[src/logic/ej32_pkg.sv]
// ~~~~~~~~~~~~~~~~~~~~~~~~~~~~~~~~~~~~~~~~
// ej32 shared types, opcodes and APB register map
// ~~~~~~~~~~~~~~~~~~~~~~~~~~~~~~~~~~~~~~~~
package ej32_pkg;

    typedef logic [31:0] data_t;     // stack word, operand, result
    typedef logic [7:0]  opcode_t;
    typedef logic [39:0] cmd_t;      // {opcode, operand}

    // JVM codes, except ldi which borrows 0x01
    localparam opcode_t OP_NOP   = 8'h00;
    localparam opcode_t OP_LDI   = 8'h01;
    localparam opcode_t OP_POP   = 8'h57;
    localparam opcode_t OP_DUP   = 8'h59;
    localparam opcode_t OP_SWAP  = 8'h5F;
    localparam opcode_t OP_IADD  = 8'h60;
    localparam opcode_t OP_ISUB  = 8'h64;
    localparam opcode_t OP_IMUL  = 8'h68;
    localparam opcode_t OP_IDIV  = 8'h6C;
    localparam opcode_t OP_IREM  = 8'h70;
    localparam opcode_t OP_INEG  = 8'h74;
    localparam opcode_t OP_ISHL  = 8'h78;
    localparam opcode_t OP_ISHR  = 8'h7A;
    localparam opcode_t OP_IUSHR = 8'h7C;
    localparam opcode_t OP_IAND  = 8'h7E;
    localparam opcode_t OP_IOR   = 8'h80;
    localparam opcode_t OP_IXOR  = 8'h82;

    // APB byte offsets
    localparam logic [3:0] REG_OPERAND = 4'h0;   // r/w operand latch
    localparam logic [3:0] REG_OPCODE  = 4'h4;   // write pushes a command
    localparam logic [3:0] REG_TOS     = 4'h8;   // read only
    localparam logic [3:0] REG_STATUS  = 4'hC;   // write clears sticky flags

    // status word layout
    localparam int unsigned ST_BUSY  = 0;
    localparam int unsigned ST_DBZ   = 1;
    localparam int unsigned ST_ERR   = 2;
    localparam int unsigned ST_DEPTH = 8;   // depth field starts here

endpackage

[src/logic/ej32_apb_regs.sv]
// ~~~~~~~~~~~~~~~~~~~~~~~~~~~~~~~~~~~~~~~~
// ej32 APB register block
// operand latch, command push, TOS and status readback
// ~~~~~~~~~~~~~~~~~~~~~~~~~~~~~~~~~~~~~~~~
`timescale 1ns/1ps

module ej32_apb_regs #(
    parameter int SS_DEPTH = 8
) (
    input  logic                         ctl,
    input  logic                         div_rst,
    input  logic [3:0]                   paddr_i,
    input  logic                         psel_i,
    input  logic                         penable_i,
    input  logic                         pwrite_i,
    input  ej32_pkg::data_t              pwdata_i,
    output ej32_pkg::data_t              prdata_o,
    output logic                         pready_o,
    output logic                         pslverr_o,
    output logic                         push_o,
    output ej32_pkg::cmd_t               push_data_o,
    input  logic                         full_i,
    input  logic                         empty_i,
    input  ej32_pkg::data_t              tos_i,
    input  logic [$clog2(SS_DEPTH):0]    depth_i,
    input  logic                         idle_i,
    input  logic                         dbz_i,
    input  logic                         err_i
);

    localparam int DEPTH_W = $clog2(SS_DEPTH) + 1;

    ej32_pkg::data_t operand_q;
    ej32_pkg::data_t status;
    logic            dbz_q;
    logic            err_q;
    logic            access;
    logic            wr_opc;
    logic            done;

    assign access = psel_i && penable_i;
    assign wr_opc = access && pwrite_i && (paddr_i == ej32_pkg::REG_OPCODE);

    // opcode writes wait here while the FIFO is full
    assign pready_o  = !(wr_opc && full_i);
    assign done      = access && pready_o;
    assign pslverr_o = access && ((pwrite_i && paddr_i == ej32_pkg::REG_TOS) ||
                                  (!pwrite_i && paddr_i == ej32_pkg::REG_OPCODE));

    assign push_o      = wr_opc && !full_i;
    assign push_data_o = {pwdata_i[7:0], operand_q};

    always_comb begin
        status = '0;
        status[ej32_pkg::ST_BUSY] = !empty_i || !idle_i;   // queued or running
        status[ej32_pkg::ST_DBZ]  = dbz_q;
        status[ej32_pkg::ST_ERR]  = err_q;
        status[ej32_pkg::ST_DEPTH +: DEPTH_W] = depth_i;
    end

    always_comb begin
        prdata_o = '0;
        if (psel_i && !pwrite_i) begin
            case (paddr_i)
                ej32_pkg::REG_OPERAND: prdata_o = operand_q;
                ej32_pkg::REG_TOS:     prdata_o = tos_i;
                ej32_pkg::REG_STATUS:  prdata_o = status;
                default:               prdata_o = '0;
            endcase
        end
    end

    always_ff @(posedge ctl) begin
        if (!div_rst) begin
            operand_q <= '0;
            dbz_q     <= 1'b0;
            err_q     <= 1'b0;
        end else begin
            if (done && pwrite_i && paddr_i == ej32_pkg::REG_OPERAND) operand_q <= pwdata_i;
            if (done && pwrite_i && paddr_i == ej32_pkg::REG_STATUS) begin
                dbz_q <= 1'b0;
                err_q <= 1'b0;
            end
            // a new event wins over a clear in the same cycle
            if (dbz_i) dbz_q <= 1'b1;
            if (err_i) err_q <= 1'b1;
        end
    end

endmodule

[src/logic/ej32_cmd_fifo.sv]
// ~~~~~~~~~~~~~~~~~~~~~~~~~~~~~~~~~~~~~~~~
// ej32 command FIFO, synchronous circular buffer
// ~~~~~~~~~~~~~~~~~~~~~~~~~~~~~~~~~~~~~~~~
`timescale 1ns/1ps

module ej32_cmd_fifo #(
    parameter int FIFO_DEPTH = 4
) (
    input  logic           ctl,
    input  logic           div_rst,
    input  logic           push_i,
    input  ej32_pkg::cmd_t push_data_i,
    input  logic           pop_i,
    output ej32_pkg::cmd_t pop_data_o,
    output logic           full_o,
    output logic           empty_o
);

    localparam int AW = $clog2(FIFO_DEPTH);

    ej32_pkg::cmd_t mem_q [FIFO_DEPTH];
    logic [AW:0]    wr_ptr_q;   // extra msb tells full from empty
    logic [AW:0]    rd_ptr_q;
    logic           wr_en;
    logic           rd_en;

    assign empty_o = (wr_ptr_q == rd_ptr_q);
    assign full_o  = (wr_ptr_q[AW] != rd_ptr_q[AW]) &&
                     (wr_ptr_q[AW-1:0] == rd_ptr_q[AW-1:0]);

    assign wr_en = push_i && !full_o;
    assign rd_en = pop_i && !empty_o;

    assign pop_data_o = mem_q[rd_ptr_q[AW-1:0]];   // head word

    always_ff @(posedge ctl) begin
        if (wr_en) mem_q[wr_ptr_q[AW-1:0]] <= push_data_i;
    end

    always_ff @(posedge ctl) begin
        if (!div_rst) begin
            wr_ptr_q <= '0;
            rd_ptr_q <= '0;
        end else begin
            if (wr_en) wr_ptr_q <= wr_ptr_q + 1'b1;
            if (rd_en) rd_ptr_q <= rd_ptr_q + 1'b1;
        end
    end

endmodule

[src/logic/ej32_core.sv]
// ~~~~~~~~~~~~~~~~~~~~~~~~~~~~~~~~~~~~~~~~
// ej32 stack core
// dispatcher, data stack, ALU and divider control
// ~~~~~~~~~~~~~~~~~~~~~~~~~~~~~~~~~~~~~~~~
`timescale 1ns/1ps

module ej32_core #(
    parameter int SS_DEPTH = 8
) (
    input  logic                      ctl,
    input  logic                      div_rst,
    input  logic                      empty_i,
    input  ej32_pkg::cmd_t            cmd_i,
    output logic                      pop_o,
    output ej32_pkg::data_t           tos_o,
    output logic [$clog2(SS_DEPTH):0] depth_o,
    output logic                      idle_o,
    output logic                      dbz_o,
    output logic                      err_o
);

    localparam int AW = $clog2(SS_DEPTH);

    typedef enum logic {C_FETCH, C_DIVWAIT} core_state_e;
    typedef enum logic [1:0] {SS_NONE, SS_PUSH, SS_POP, SS_MOVE} ss_op_e;

    core_state_e       state_q;
    ej32_pkg::opcode_t op_q;      // idiv or irem in flight
    ej32_pkg::data_t   tos_q;
    ej32_pkg::data_t   ss_q [SS_DEPTH];
    logic [AW:0]       depth_q;

    ej32_pkg::opcode_t op;
    ej32_pkg::data_t   opd;
    ej32_pkg::data_t   s;
    ej32_pkg::data_t   t_n;
    ss_op_e            ss_op;
    logic [1:0]        need;      // entries the op consumes
    logic              known;
    logic              is_div;
    logic              exec;
    logic              ok;
    logic              commit;
    logic [4:0]        sh;

    logic              div_start;
    logic              div_busy;
    logic              div_dbz;
    ej32_pkg::data_t   div_q;
    ej32_pkg::data_t   div_r;

    assign op   = cmd_i[39:32];
    assign opd  = cmd_i[31:0];
    assign s    = ss_q[AW'(depth_q - 2'd2)];   // next on stack
    assign sh   = tos_q[4:0];
    assign exec = (state_q == C_FETCH) && !empty_i;

    always_comb begin
        t_n    = tos_q;
        ss_op  = SS_NONE;
        need   = 2'd0;
        known  = 1'b1;
        is_div = 1'b0;
        if (state_q == C_DIVWAIT) begin
            t_n   = (op_q == ej32_pkg::OP_IDIV) ? div_q : div_r;
            ss_op = SS_POP;
        end else begin
            case (op)
                ej32_pkg::OP_NOP:   ;
                ej32_pkg::OP_LDI:   begin t_n = opd; ss_op = SS_PUSH; end
                ej32_pkg::OP_POP:   begin t_n = s; ss_op = SS_POP; need = 2'd1; end
                ej32_pkg::OP_DUP:   begin ss_op = SS_PUSH; need = 2'd1; end
                ej32_pkg::OP_SWAP:  begin t_n = s; ss_op = SS_MOVE; need = 2'd2; end
                ej32_pkg::OP_INEG:  begin t_n = -tos_q; need = 2'd1; end
                ej32_pkg::OP_IADD:  begin t_n = s + tos_q; ss_op = SS_POP; need = 2'd2; end
                ej32_pkg::OP_ISUB:  begin t_n = s - tos_q; ss_op = SS_POP; need = 2'd2; end
                ej32_pkg::OP_IMUL:  begin t_n = s * tos_q; ss_op = SS_POP; need = 2'd2; end
                ej32_pkg::OP_IAND:  begin t_n = s & tos_q; ss_op = SS_POP; need = 2'd2; end
                ej32_pkg::OP_IOR:   begin t_n = s | tos_q; ss_op = SS_POP; need = 2'd2; end
                ej32_pkg::OP_IXOR:  begin t_n = s ^ tos_q; ss_op = SS_POP; need = 2'd2; end
                ej32_pkg::OP_ISHL:  begin t_n = s << sh; ss_op = SS_POP; need = 2'd2; end
                ej32_pkg::OP_ISHR:  begin t_n = $signed(s) >>> sh; ss_op = SS_POP; need = 2'd2; end
                ej32_pkg::OP_IUSHR: begin t_n = s >> sh; ss_op = SS_POP; need = 2'd2; end
                ej32_pkg::OP_IDIV,
                ej32_pkg::OP_IREM:  begin is_div = 1'b1; need = 2'd2; end
                default:            known = 1'b0;
            endcase
        end
    end

    // drop anything the stack cannot serve
    assign ok = known && (depth_q >= need) &&
                !(ss_op == SS_PUSH && depth_q == SS_DEPTH);
    assign commit = (exec && ok && !is_div) || (state_q == C_DIVWAIT && !div_busy);
    assign div_start = exec && ok && is_div;

    assign pop_o   = exec;
    assign err_o   = exec && !ok;
    assign dbz_o   = (state_q == C_DIVWAIT) && !div_busy && div_dbz;
    assign idle_o  = (state_q == C_FETCH);
    assign depth_o = depth_q;
    assign tos_o   = (depth_q == '0) ? '0 : tos_q;

    always_ff @(posedge ctl) begin
        if (commit) begin
            tos_q <= t_n;
            if (ss_op == SS_PUSH) ss_q[AW'(depth_q - 1'b1)] <= tos_q;
            if (ss_op == SS_MOVE) ss_q[AW'(depth_q - 2'd2)] <= tos_q;   // swap
        end
        if (div_start) op_q <= op;
    end

    always_ff @(posedge ctl) begin
        if (!div_rst) begin
            state_q <= C_FETCH;
            depth_q <= '0;
        end else begin
            if (commit && ss_op == SS_PUSH) depth_q <= depth_q + 1'b1;
            if (commit && ss_op == SS_POP)  depth_q <= depth_q - 1'b1;
            if (div_start) state_q <= C_DIVWAIT;
            else if (state_q == C_DIVWAIT && !div_busy) state_q <= C_FETCH;
        end
    end

    ej32_div ej32_div_i (
        .ctl        (ctl),
        .div_rst    (div_rst),
        .start_i    (div_start),
        .dividend_i (s),
        .divisor_i  (tos_q),
        .busy_o     (div_busy),
        .quot_o     (div_q),
        .rem_o      (div_r),
        .dbz_o      (div_dbz)
    );

endmodule

[src/logic/ej32_div.sv]
// ~~~~~~~~~~~~~~~~~~~~~~~~~~~~~~~~~~~~~~~~
// ej32 signed divider, 32-step restoring
// ~~~~~~~~~~~~~~~~~~~~~~~~~~~~~~~~~~~~~~~~
`timescale 1ns/1ps

module ej32_div (
    input  logic            ctl,
    input  logic            div_rst,
    input  logic            start_i,
    input  ej32_pkg::data_t dividend_i,
    input  ej32_pkg::data_t divisor_i,
    output logic            busy_o,
    output ej32_pkg::data_t quot_o,
    output ej32_pkg::data_t rem_o,
    output logic            dbz_o
);

    typedef enum logic [1:0] {DV_IDLE, DV_RUN, DV_FIX} div_state_e;

    div_state_e      state_q;
    logic [4:0]      cnt_q;
    ej32_pkg::data_t a_q;        // partial remainder
    ej32_pkg::data_t q_q;        // dividend shifts out, quotient shifts in
    ej32_pkg::data_t d_q;        // divisor magnitude
    logic            qneg_q;
    logic            rneg_q;
    logic            zero_q;
    logic [32:0]     shifted;
    logic [32:0]     diff;

    assign busy_o  = (state_q != DV_IDLE);
    assign shifted = {a_q, q_q[31]};
    assign diff    = shifted - {1'b0, d_q};   // msb set means borrow

    always_ff @(posedge ctl) begin
        if (!div_rst) begin
            state_q <= DV_IDLE;
            cnt_q   <= '0;
            dbz_o   <= 1'b0;
        end else begin
            case (state_q)
                DV_IDLE: if (start_i) begin
                    cnt_q   <= '0;
                    zero_q  <= (divisor_i == '0);
                    qneg_q  <= dividend_i[31] ^ divisor_i[31];
                    rneg_q  <= dividend_i[31];
                    d_q     <= divisor_i[31] ? -divisor_i : divisor_i;
                    // zero divisor keeps the raw dividend for the remainder
                    a_q     <= (divisor_i == '0) ? dividend_i : '0;
                    q_q     <= dividend_i[31] ? -dividend_i : dividend_i;
                    state_q <= (divisor_i == '0) ? DV_FIX : DV_RUN;
                end
                DV_RUN: begin
                    a_q     <= diff[32] ? shifted[31:0] : diff[31:0];
                    q_q     <= {q_q[30:0], !diff[32]};
                    cnt_q   <= cnt_q + 1'b1;
                    if (cnt_q == 5'd31) state_q <= DV_FIX;
                end
                default: begin   // sign fix-up
                    quot_o  <= zero_q ? '1 : (qneg_q ? -q_q : q_q);
                    rem_o   <= zero_q ? a_q : (rneg_q ? -a_q : a_q);
                    dbz_o   <= zero_q;
                    state_q <= DV_IDLE;
                end
            endcase
        end
    end

endmodule

[src/logic/ej32_top.sv]
// ~~~~~~~~~~~~~~~~~~~~~~~~~~~~~~~~~~~~~~~~
// ej32 arithmetic subsystem top level
// ~~~~~~~~~~~~~~~~~~~~~~~~~~~~~~~~~~~~~~~~
`timescale 1ns/1ps

module ej32_top #(
    parameter int SS_DEPTH   = 8,
    parameter int FIFO_DEPTH = 4
) (
    input  logic            ctl,
    input  logic            div_rst,
    input  logic [3:0]      paddr_i,
    input  logic            psel_i,
    input  logic            penable_i,
    input  logic            pwrite_i,
    input  ej32_pkg::data_t pwdata_i,
    output ej32_pkg::data_t prdata_o,
    output logic            pready_o,
    output logic            pslverr_o
);

    logic                      push;
    ej32_pkg::cmd_t            push_data;
    logic                      full;
    logic                      empty;
    logic                      pop;
    ej32_pkg::cmd_t            head;
    ej32_pkg::data_t           tos;
    logic [$clog2(SS_DEPTH):0] depth;
    logic                      idle;
    logic                      dbz;
    logic                      err;

    ej32_apb_regs #(.SS_DEPTH(SS_DEPTH)) ej32_apb_regs_i (
        .ctl(ctl), .div_rst(div_rst),
        .paddr_i(paddr_i), .psel_i(psel_i), .penable_i(penable_i), .pwrite_i(pwrite_i),
        .pwdata_i(pwdata_i), .prdata_o(prdata_o), .pready_o(pready_o), .pslverr_o(pslverr_o),
        .push_o(push), .push_data_o(push_data), .full_i(full), .empty_i(empty),
        .tos_i(tos), .depth_i(depth), .idle_i(idle), .dbz_i(dbz), .err_i(err)
    );

    ej32_cmd_fifo #(.FIFO_DEPTH(FIFO_DEPTH)) ej32_cmd_fifo_i (
        .ctl(ctl), .div_rst(div_rst),
        .push_i(push), .push_data_i(push_data), .pop_i(pop),
        .pop_data_o(head), .full_o(full), .empty_o(empty)
    );

    ej32_core #(.SS_DEPTH(SS_DEPTH)) ej32_core_i (
        .ctl(ctl), .div_rst(div_rst), .empty_i(empty), .cmd_i(head),
        .pop_o(pop), .tos_o(tos), .depth_o(depth), .idle_o(idle), .dbz_o(dbz), .err_o(err)
    );

endmodule

[config.mk]
export PLATFORM = sky130hd
export DESIGN_NAME = ej32_top
export DESIGN_NICKNAME = d
export VERILOG_FILES = /design/src/logic/ej32_pkg.sv /design/src/logic/ej32_apb_regs.sv /design/src/logic/ej32_cmd_fifo.sv /design/src/logic/ej32_core.sv /design/src/logic/ej32_div.sv /design/src/logic/ej32_top.sv
export SDC_FILE = /design/constraint.sdc
export NUM_CORES = 2
export LEC_CHECK = 0
export ABC_AREA = 1
export ABC_CLOCK_PERIOD_IN_PS = 9730
export BUFFER_PORTS_ARGS = -buffer_cell sky130_fd_sc_hd__buf_2
export CORE_UTILIZATION = 45
export CTS_BUF_LIST = sky130_fd_sc_hd__clkbuf_4
export DETAILED_ROUTE_END_ITERATION = 8
export GPL_TIMING_DRIVEN = 1
export SLEW_MARGIN = 30
export SYNTH_ARGS = -nofsm -noshare
export SYNTH_HDL_FRONTEND = slang
export SYNTH_SLANG_ARGS = --single-unit
export TNS_END_PERCENT = 10
[constraint.sdc]
create_clock -name ctl -period 9.73 [get_ports ctl]
set_input_delay 0.973 -clock ctl [delete_from_list [all_inputs] [get_ports ctl]]
set_output_delay 0.973 -clock ctl [all_outputs]
set_load 0.01 [all_outputs]
==> impl_results.md <==
* Result of the run: finished, final reports clean
* Maximum buffer depth of the clock tree at 3
* Buffers added on ports at 74
* Critical setup path kind: flip-flop to flip-flop
* Drt via density at 5.78
* Power Total at 19.0 mW
* Post-synth net total at 7425
* Design internal power at 9.34 mW
* Critical-path top delay cell: fa_1
* Final Max Slew Viols at 0
* Mean instance size in the synthesized netlist at 8.30 sq um
* Worst Hold Class: input pin to flip-flop
* Final RePlAce weighted congestion at 1.05
* Critical path startpoint category: flip-flop
* Starting Density at 0.455
* Sequential cell area at 19700 sq um
* Worst setup margin at 0.429 ns
* Multi-input combinational cell area at 31300 sq um
* Clock tree from TritonCTS: done
* Leftover overflow at the end of global routing at 0
* Slew of the pin with the lowest slew margin at 1.11 ns
* Data required time of the critical path at 10.60 ns
* Compound-Gate Fraction of Synth Area at 0.118
* Clock Tree Root: clkbuf_4
* Total routing resource utilization after global routing at 0.371
* Synthesized instance count at 6703
* Vias in the first global route at 47756
* Portion of total power attributed to combinational logic at 0.694
* Switching Share at 0.507
* DIE HEIGHT at 354 um
* CORE AREA at 122000 sq um
* Lkg Pwr at 26.8 nW
* Min Tclk post-route at 9.30 ns
* Accumulated negative setup slack at 0 ns
* Mux contribution to synthesized area at 0.00162
* Async S/R FF share, synth at 0
* Fill cell total of the finished layout at 11856
* Register bit count reported by yosys at 674
* Post-route DRC violation count at 0
* Fraction of the yosys area taken by sequential cells at 0.354
* Total Routed Length at 233000 um
* Insertion delay to the later sink of the worst-skew pair at 1.16 ns
* Hold Fails Final Rpt at 0
* Number of setup buffers added after CTS at 0
* Number of antenna-violating nets in the routed design at 0
* Width of the chip at 354 um
* Sequential share of power at 0.170
* Average wire per cell in the routed design at 27.0 um
* Most instantiated flip-flop cell in the synthesis netlist: edfxtp_1
* Share of the core filled with cells in the final layout at 0.498
* Maximum resistive drop on vdd at 1.06 mV
* Category of cells accounting for the largest share of critical-path delay: adder cells
* Worst-path fanout max at 75
* Final setup violation count at 0
* Std-Cell Rows at 128
* Delay contributed by the slowest stage of the critical path at 0.57 ns
* First-pass GRT wire length at 334000 um
* Number of top-level design ports at 75
* Number of buffers inserted during clock tree synthesis at 181
* Number of buffer and inverter instances along the worst setup path at 9
* Worst slew margin at 0.258
* Number of max-cap violations at 0
* Clock power frac at 0.136
* Simple-gate share of the synthesized area at 0.212
* Number of clock sinks at 674
* H-tree depth reported by CTS at 4
* Largest family of logic cells by synthesized area: simple AND/OR/NAND/NOR gates
* Synthesized-area fraction occupied by xor and xnor cells at 0.0208
* Area grow syn2layout at 9.33%
* Number of search-and-repair iterations in the first detailed-routing pass at 6
* Synth cell types at 72
* Critical path's most frequent cell: fa_1
* Number of synthesis warnings at 0
* Maximum number of pins on one net before global-route repair at 133
* Total via count after detailed routing at 49755
* Die Footprint at 125000 sq um
* Count of flip-flops with a built-in enable after synthesis at 619
* Share of post-route cells with drive strength above 1 at 0.100
* CTS clock-pin slew for the worst setup and hold paths at 0.08 ns
* Clock Skew at 0.0768 ns
* Achievable Freq at 108 MHz
* Number of antenna violations at the first check in global routing at 16
* Half-perimeter wire length after detailed placement at 175000 um
* Violation count after the first detailed-routing iteration at 6017
* Summed instance area of the synthesized netlist at 55600 sq um
* Critical path data arrival time at 10.17 ns
* Net switching power of the design at 9.62 mW
* Pre-CTS WS at 0.582 ns
* Power per cell area at 312 nW/um^2
* Adder and majority cell fraction of the synthesized area at 0.209
* Final period utilization at 0.956
* RSZ-0062 raised after global routing: no
* Worst slack on hold paths at 0.146 ns
* Nets@finish at 7548
* Setup crit end kind: flip-flop
path summary, 6_finish.rpt:
kind                                        start                         endpoint  slack (ns)  depth (start not counted)
setup / recovery           ej32_core_i.depth_o[0]            ej32_core_i.tos_q[30]        0.43                         31
hold / removal                       pwdata_i[22]    ej32_apb_regs_i.operand_q[22]        0.15                          3
setup reg to reg           ej32_core_i.depth_o[0]            ej32_core_i.tos_q[30]        0.43                         31
hold reg to reg   ej32_core_i.ej32_div_i.cnt_q[4]  ej32_core_i.ej32_div_i.cnt_q[4]        0.47                          2
final cells by class:
cell class	instances	share of cell area
timing repair buffer	290	0.0353
multi-input combinational	4814	0.515
clock buffer	256	0.0316
antenna	8	0.000329
clock inverter	71	0.00695
inverter	865	0.0536
tap	1625	0.0334
sequential	674	0.324
registers in the layout (all words and copies together) (netlist names), 32 cells and up, named ones only:
signal	count
ej32_core_i.tos_q	32
ej32_core_i.ej32_div_i.quot_o	32
ej32_core_i.ej32_div_i.q_q	32
ej32_core_i.ej32_div_i.a_q	32
ej32_core_i.ej32_div_i.d_q	32
ej32_cmd_fifo_i.mem_q	160
ej32_core_i.ss_q	256
ej32_apb_regs_i.operand_q	32
ej32_core_i.ej32_div_i.rem_o	32
logic make-up after synthesis:
family          Yosys count
buf+inv                1215
mux                       9
flops                   674
xor+xnor                132
fa+ha+maj               681
simple gates           2846
compound gates         1146
repair_timing:
| item | CTS | global route |
|---|---|---|
| gates resized for setup | 0 | 0 |
| hold buffers | 30 | 0 |
| hold endpoints to repair | 54 | 0 |
| setup endpoints to repair | 0 | 0 |
worst reg2reg max path, delay by kind of cell, from the launching register on:
family,cells,cell delay (ns)
AOI/OAI and AO/OA,3,0.45
buffers and inverters,9,2.26
adders and majority gates,9,4.33
DFF,1,0.36
and+or+nand+nor,10,1.64
through the flow:
step	std cells	area (sq um)
floorplan	6703	55600
global placement	8236	58100
detailed placement	8237	58100
CTS	8594	60800
global route	8601	60800
finish	8603	60800
cells in the final DEF (no fill, tap or decap), drive strengths merged, types with 4 or more instances in the layout:
cell and count:
o22ai 53, a21o 14, nor2 951, o31ai 7
nand2 1365, xnor2 32, diode 8, o21ai 629
a2111oi 7, buf 260, edfxtp 619, a22o 4
o21a 10, nor4 25, nand3b 22, dfxtp 55
o2111ai 8, a221oi 20, and2 7, a31oi 13
nor3 65, nand4 50, a21oi 217, ha 271
clkbuf 256, clkinv 78, inv 853, mux2i 9
fa 410, o211ai 87, nand3 317, o21bai 15
a21boi 6, or2 39, xor2 100, a22oi 17
dlygate4sd3 30, a211oi 10, o221ai 15
metal layers:
layer / up-vias / GRT usage / wire, um
met2: 2695 / 0.558 / 101000
met5: - / 0 / 53
met3: 529 / 0.0838 / 23500
li1: 22367 / - / -
met1: 24154 / 0.499 / 94500
met4: 10 / 0.194 / 13500
synthesized netlist by cell type (14+ instances only):
cell / instances / share of area
a21o_1: 14 / 0.0019
a21oi_1: 215 / 0.019
a221oi_1: 20 / 0.0031
a22oi_1: 17 / 0.0023
buf_1: 44 / 0.0030
buf_2: 49 / 0.0044
clkbuf_1: 236 / 0.016
clkinv_1: 20 / 0.0013
dfxtp_1: 55 / 0.020
edfxtp_1: 619 / 0.33
fa_1: 410 / 0.15
ha_1: 271 / 0.061
inv_1: 817 / 0.055
inv_2: 25 / 0.0017
nand2_1: 1348 / 0.091
nand2_2: 16 / 0.0018
nand3_1: 310 / 0.028
nand3b_1: 22 / 0.0030
nand4_1: 47 / 0.0053
nor2_1: 937 / 0.063
nor3_1: 60 / 0.0054
nor4_1: 23 / 0.0026
o211ai_1: 87 / 0.012
o21ai_0: 600 / 0.054
o21ai_1: 23 / 0.0021
o21bai_1: 15 / 0.0020
o221ai_1: 15 / 0.0024
o22ai_1: 53 / 0.0060
or2_2: 38 / 0.0043
xnor2_1: 32 / 0.0050
xor2_1: 100 / 0.016
power groups by stage:
stage	Sequential (mW)	Combinational [mW]	Clock, mW
3_3_place_gp	3.28	12.7	0
6_report	3.22	13.2	2.58
2_1_floorplan	3.27	9.27	0
3_5_place_dp	3.28	12.8	0
5_1_grt	3.22	14.7	2.77
4_1_cts	3.22	12.9	2.63
No activity file was read; power rests on OpenSTA's default activity.
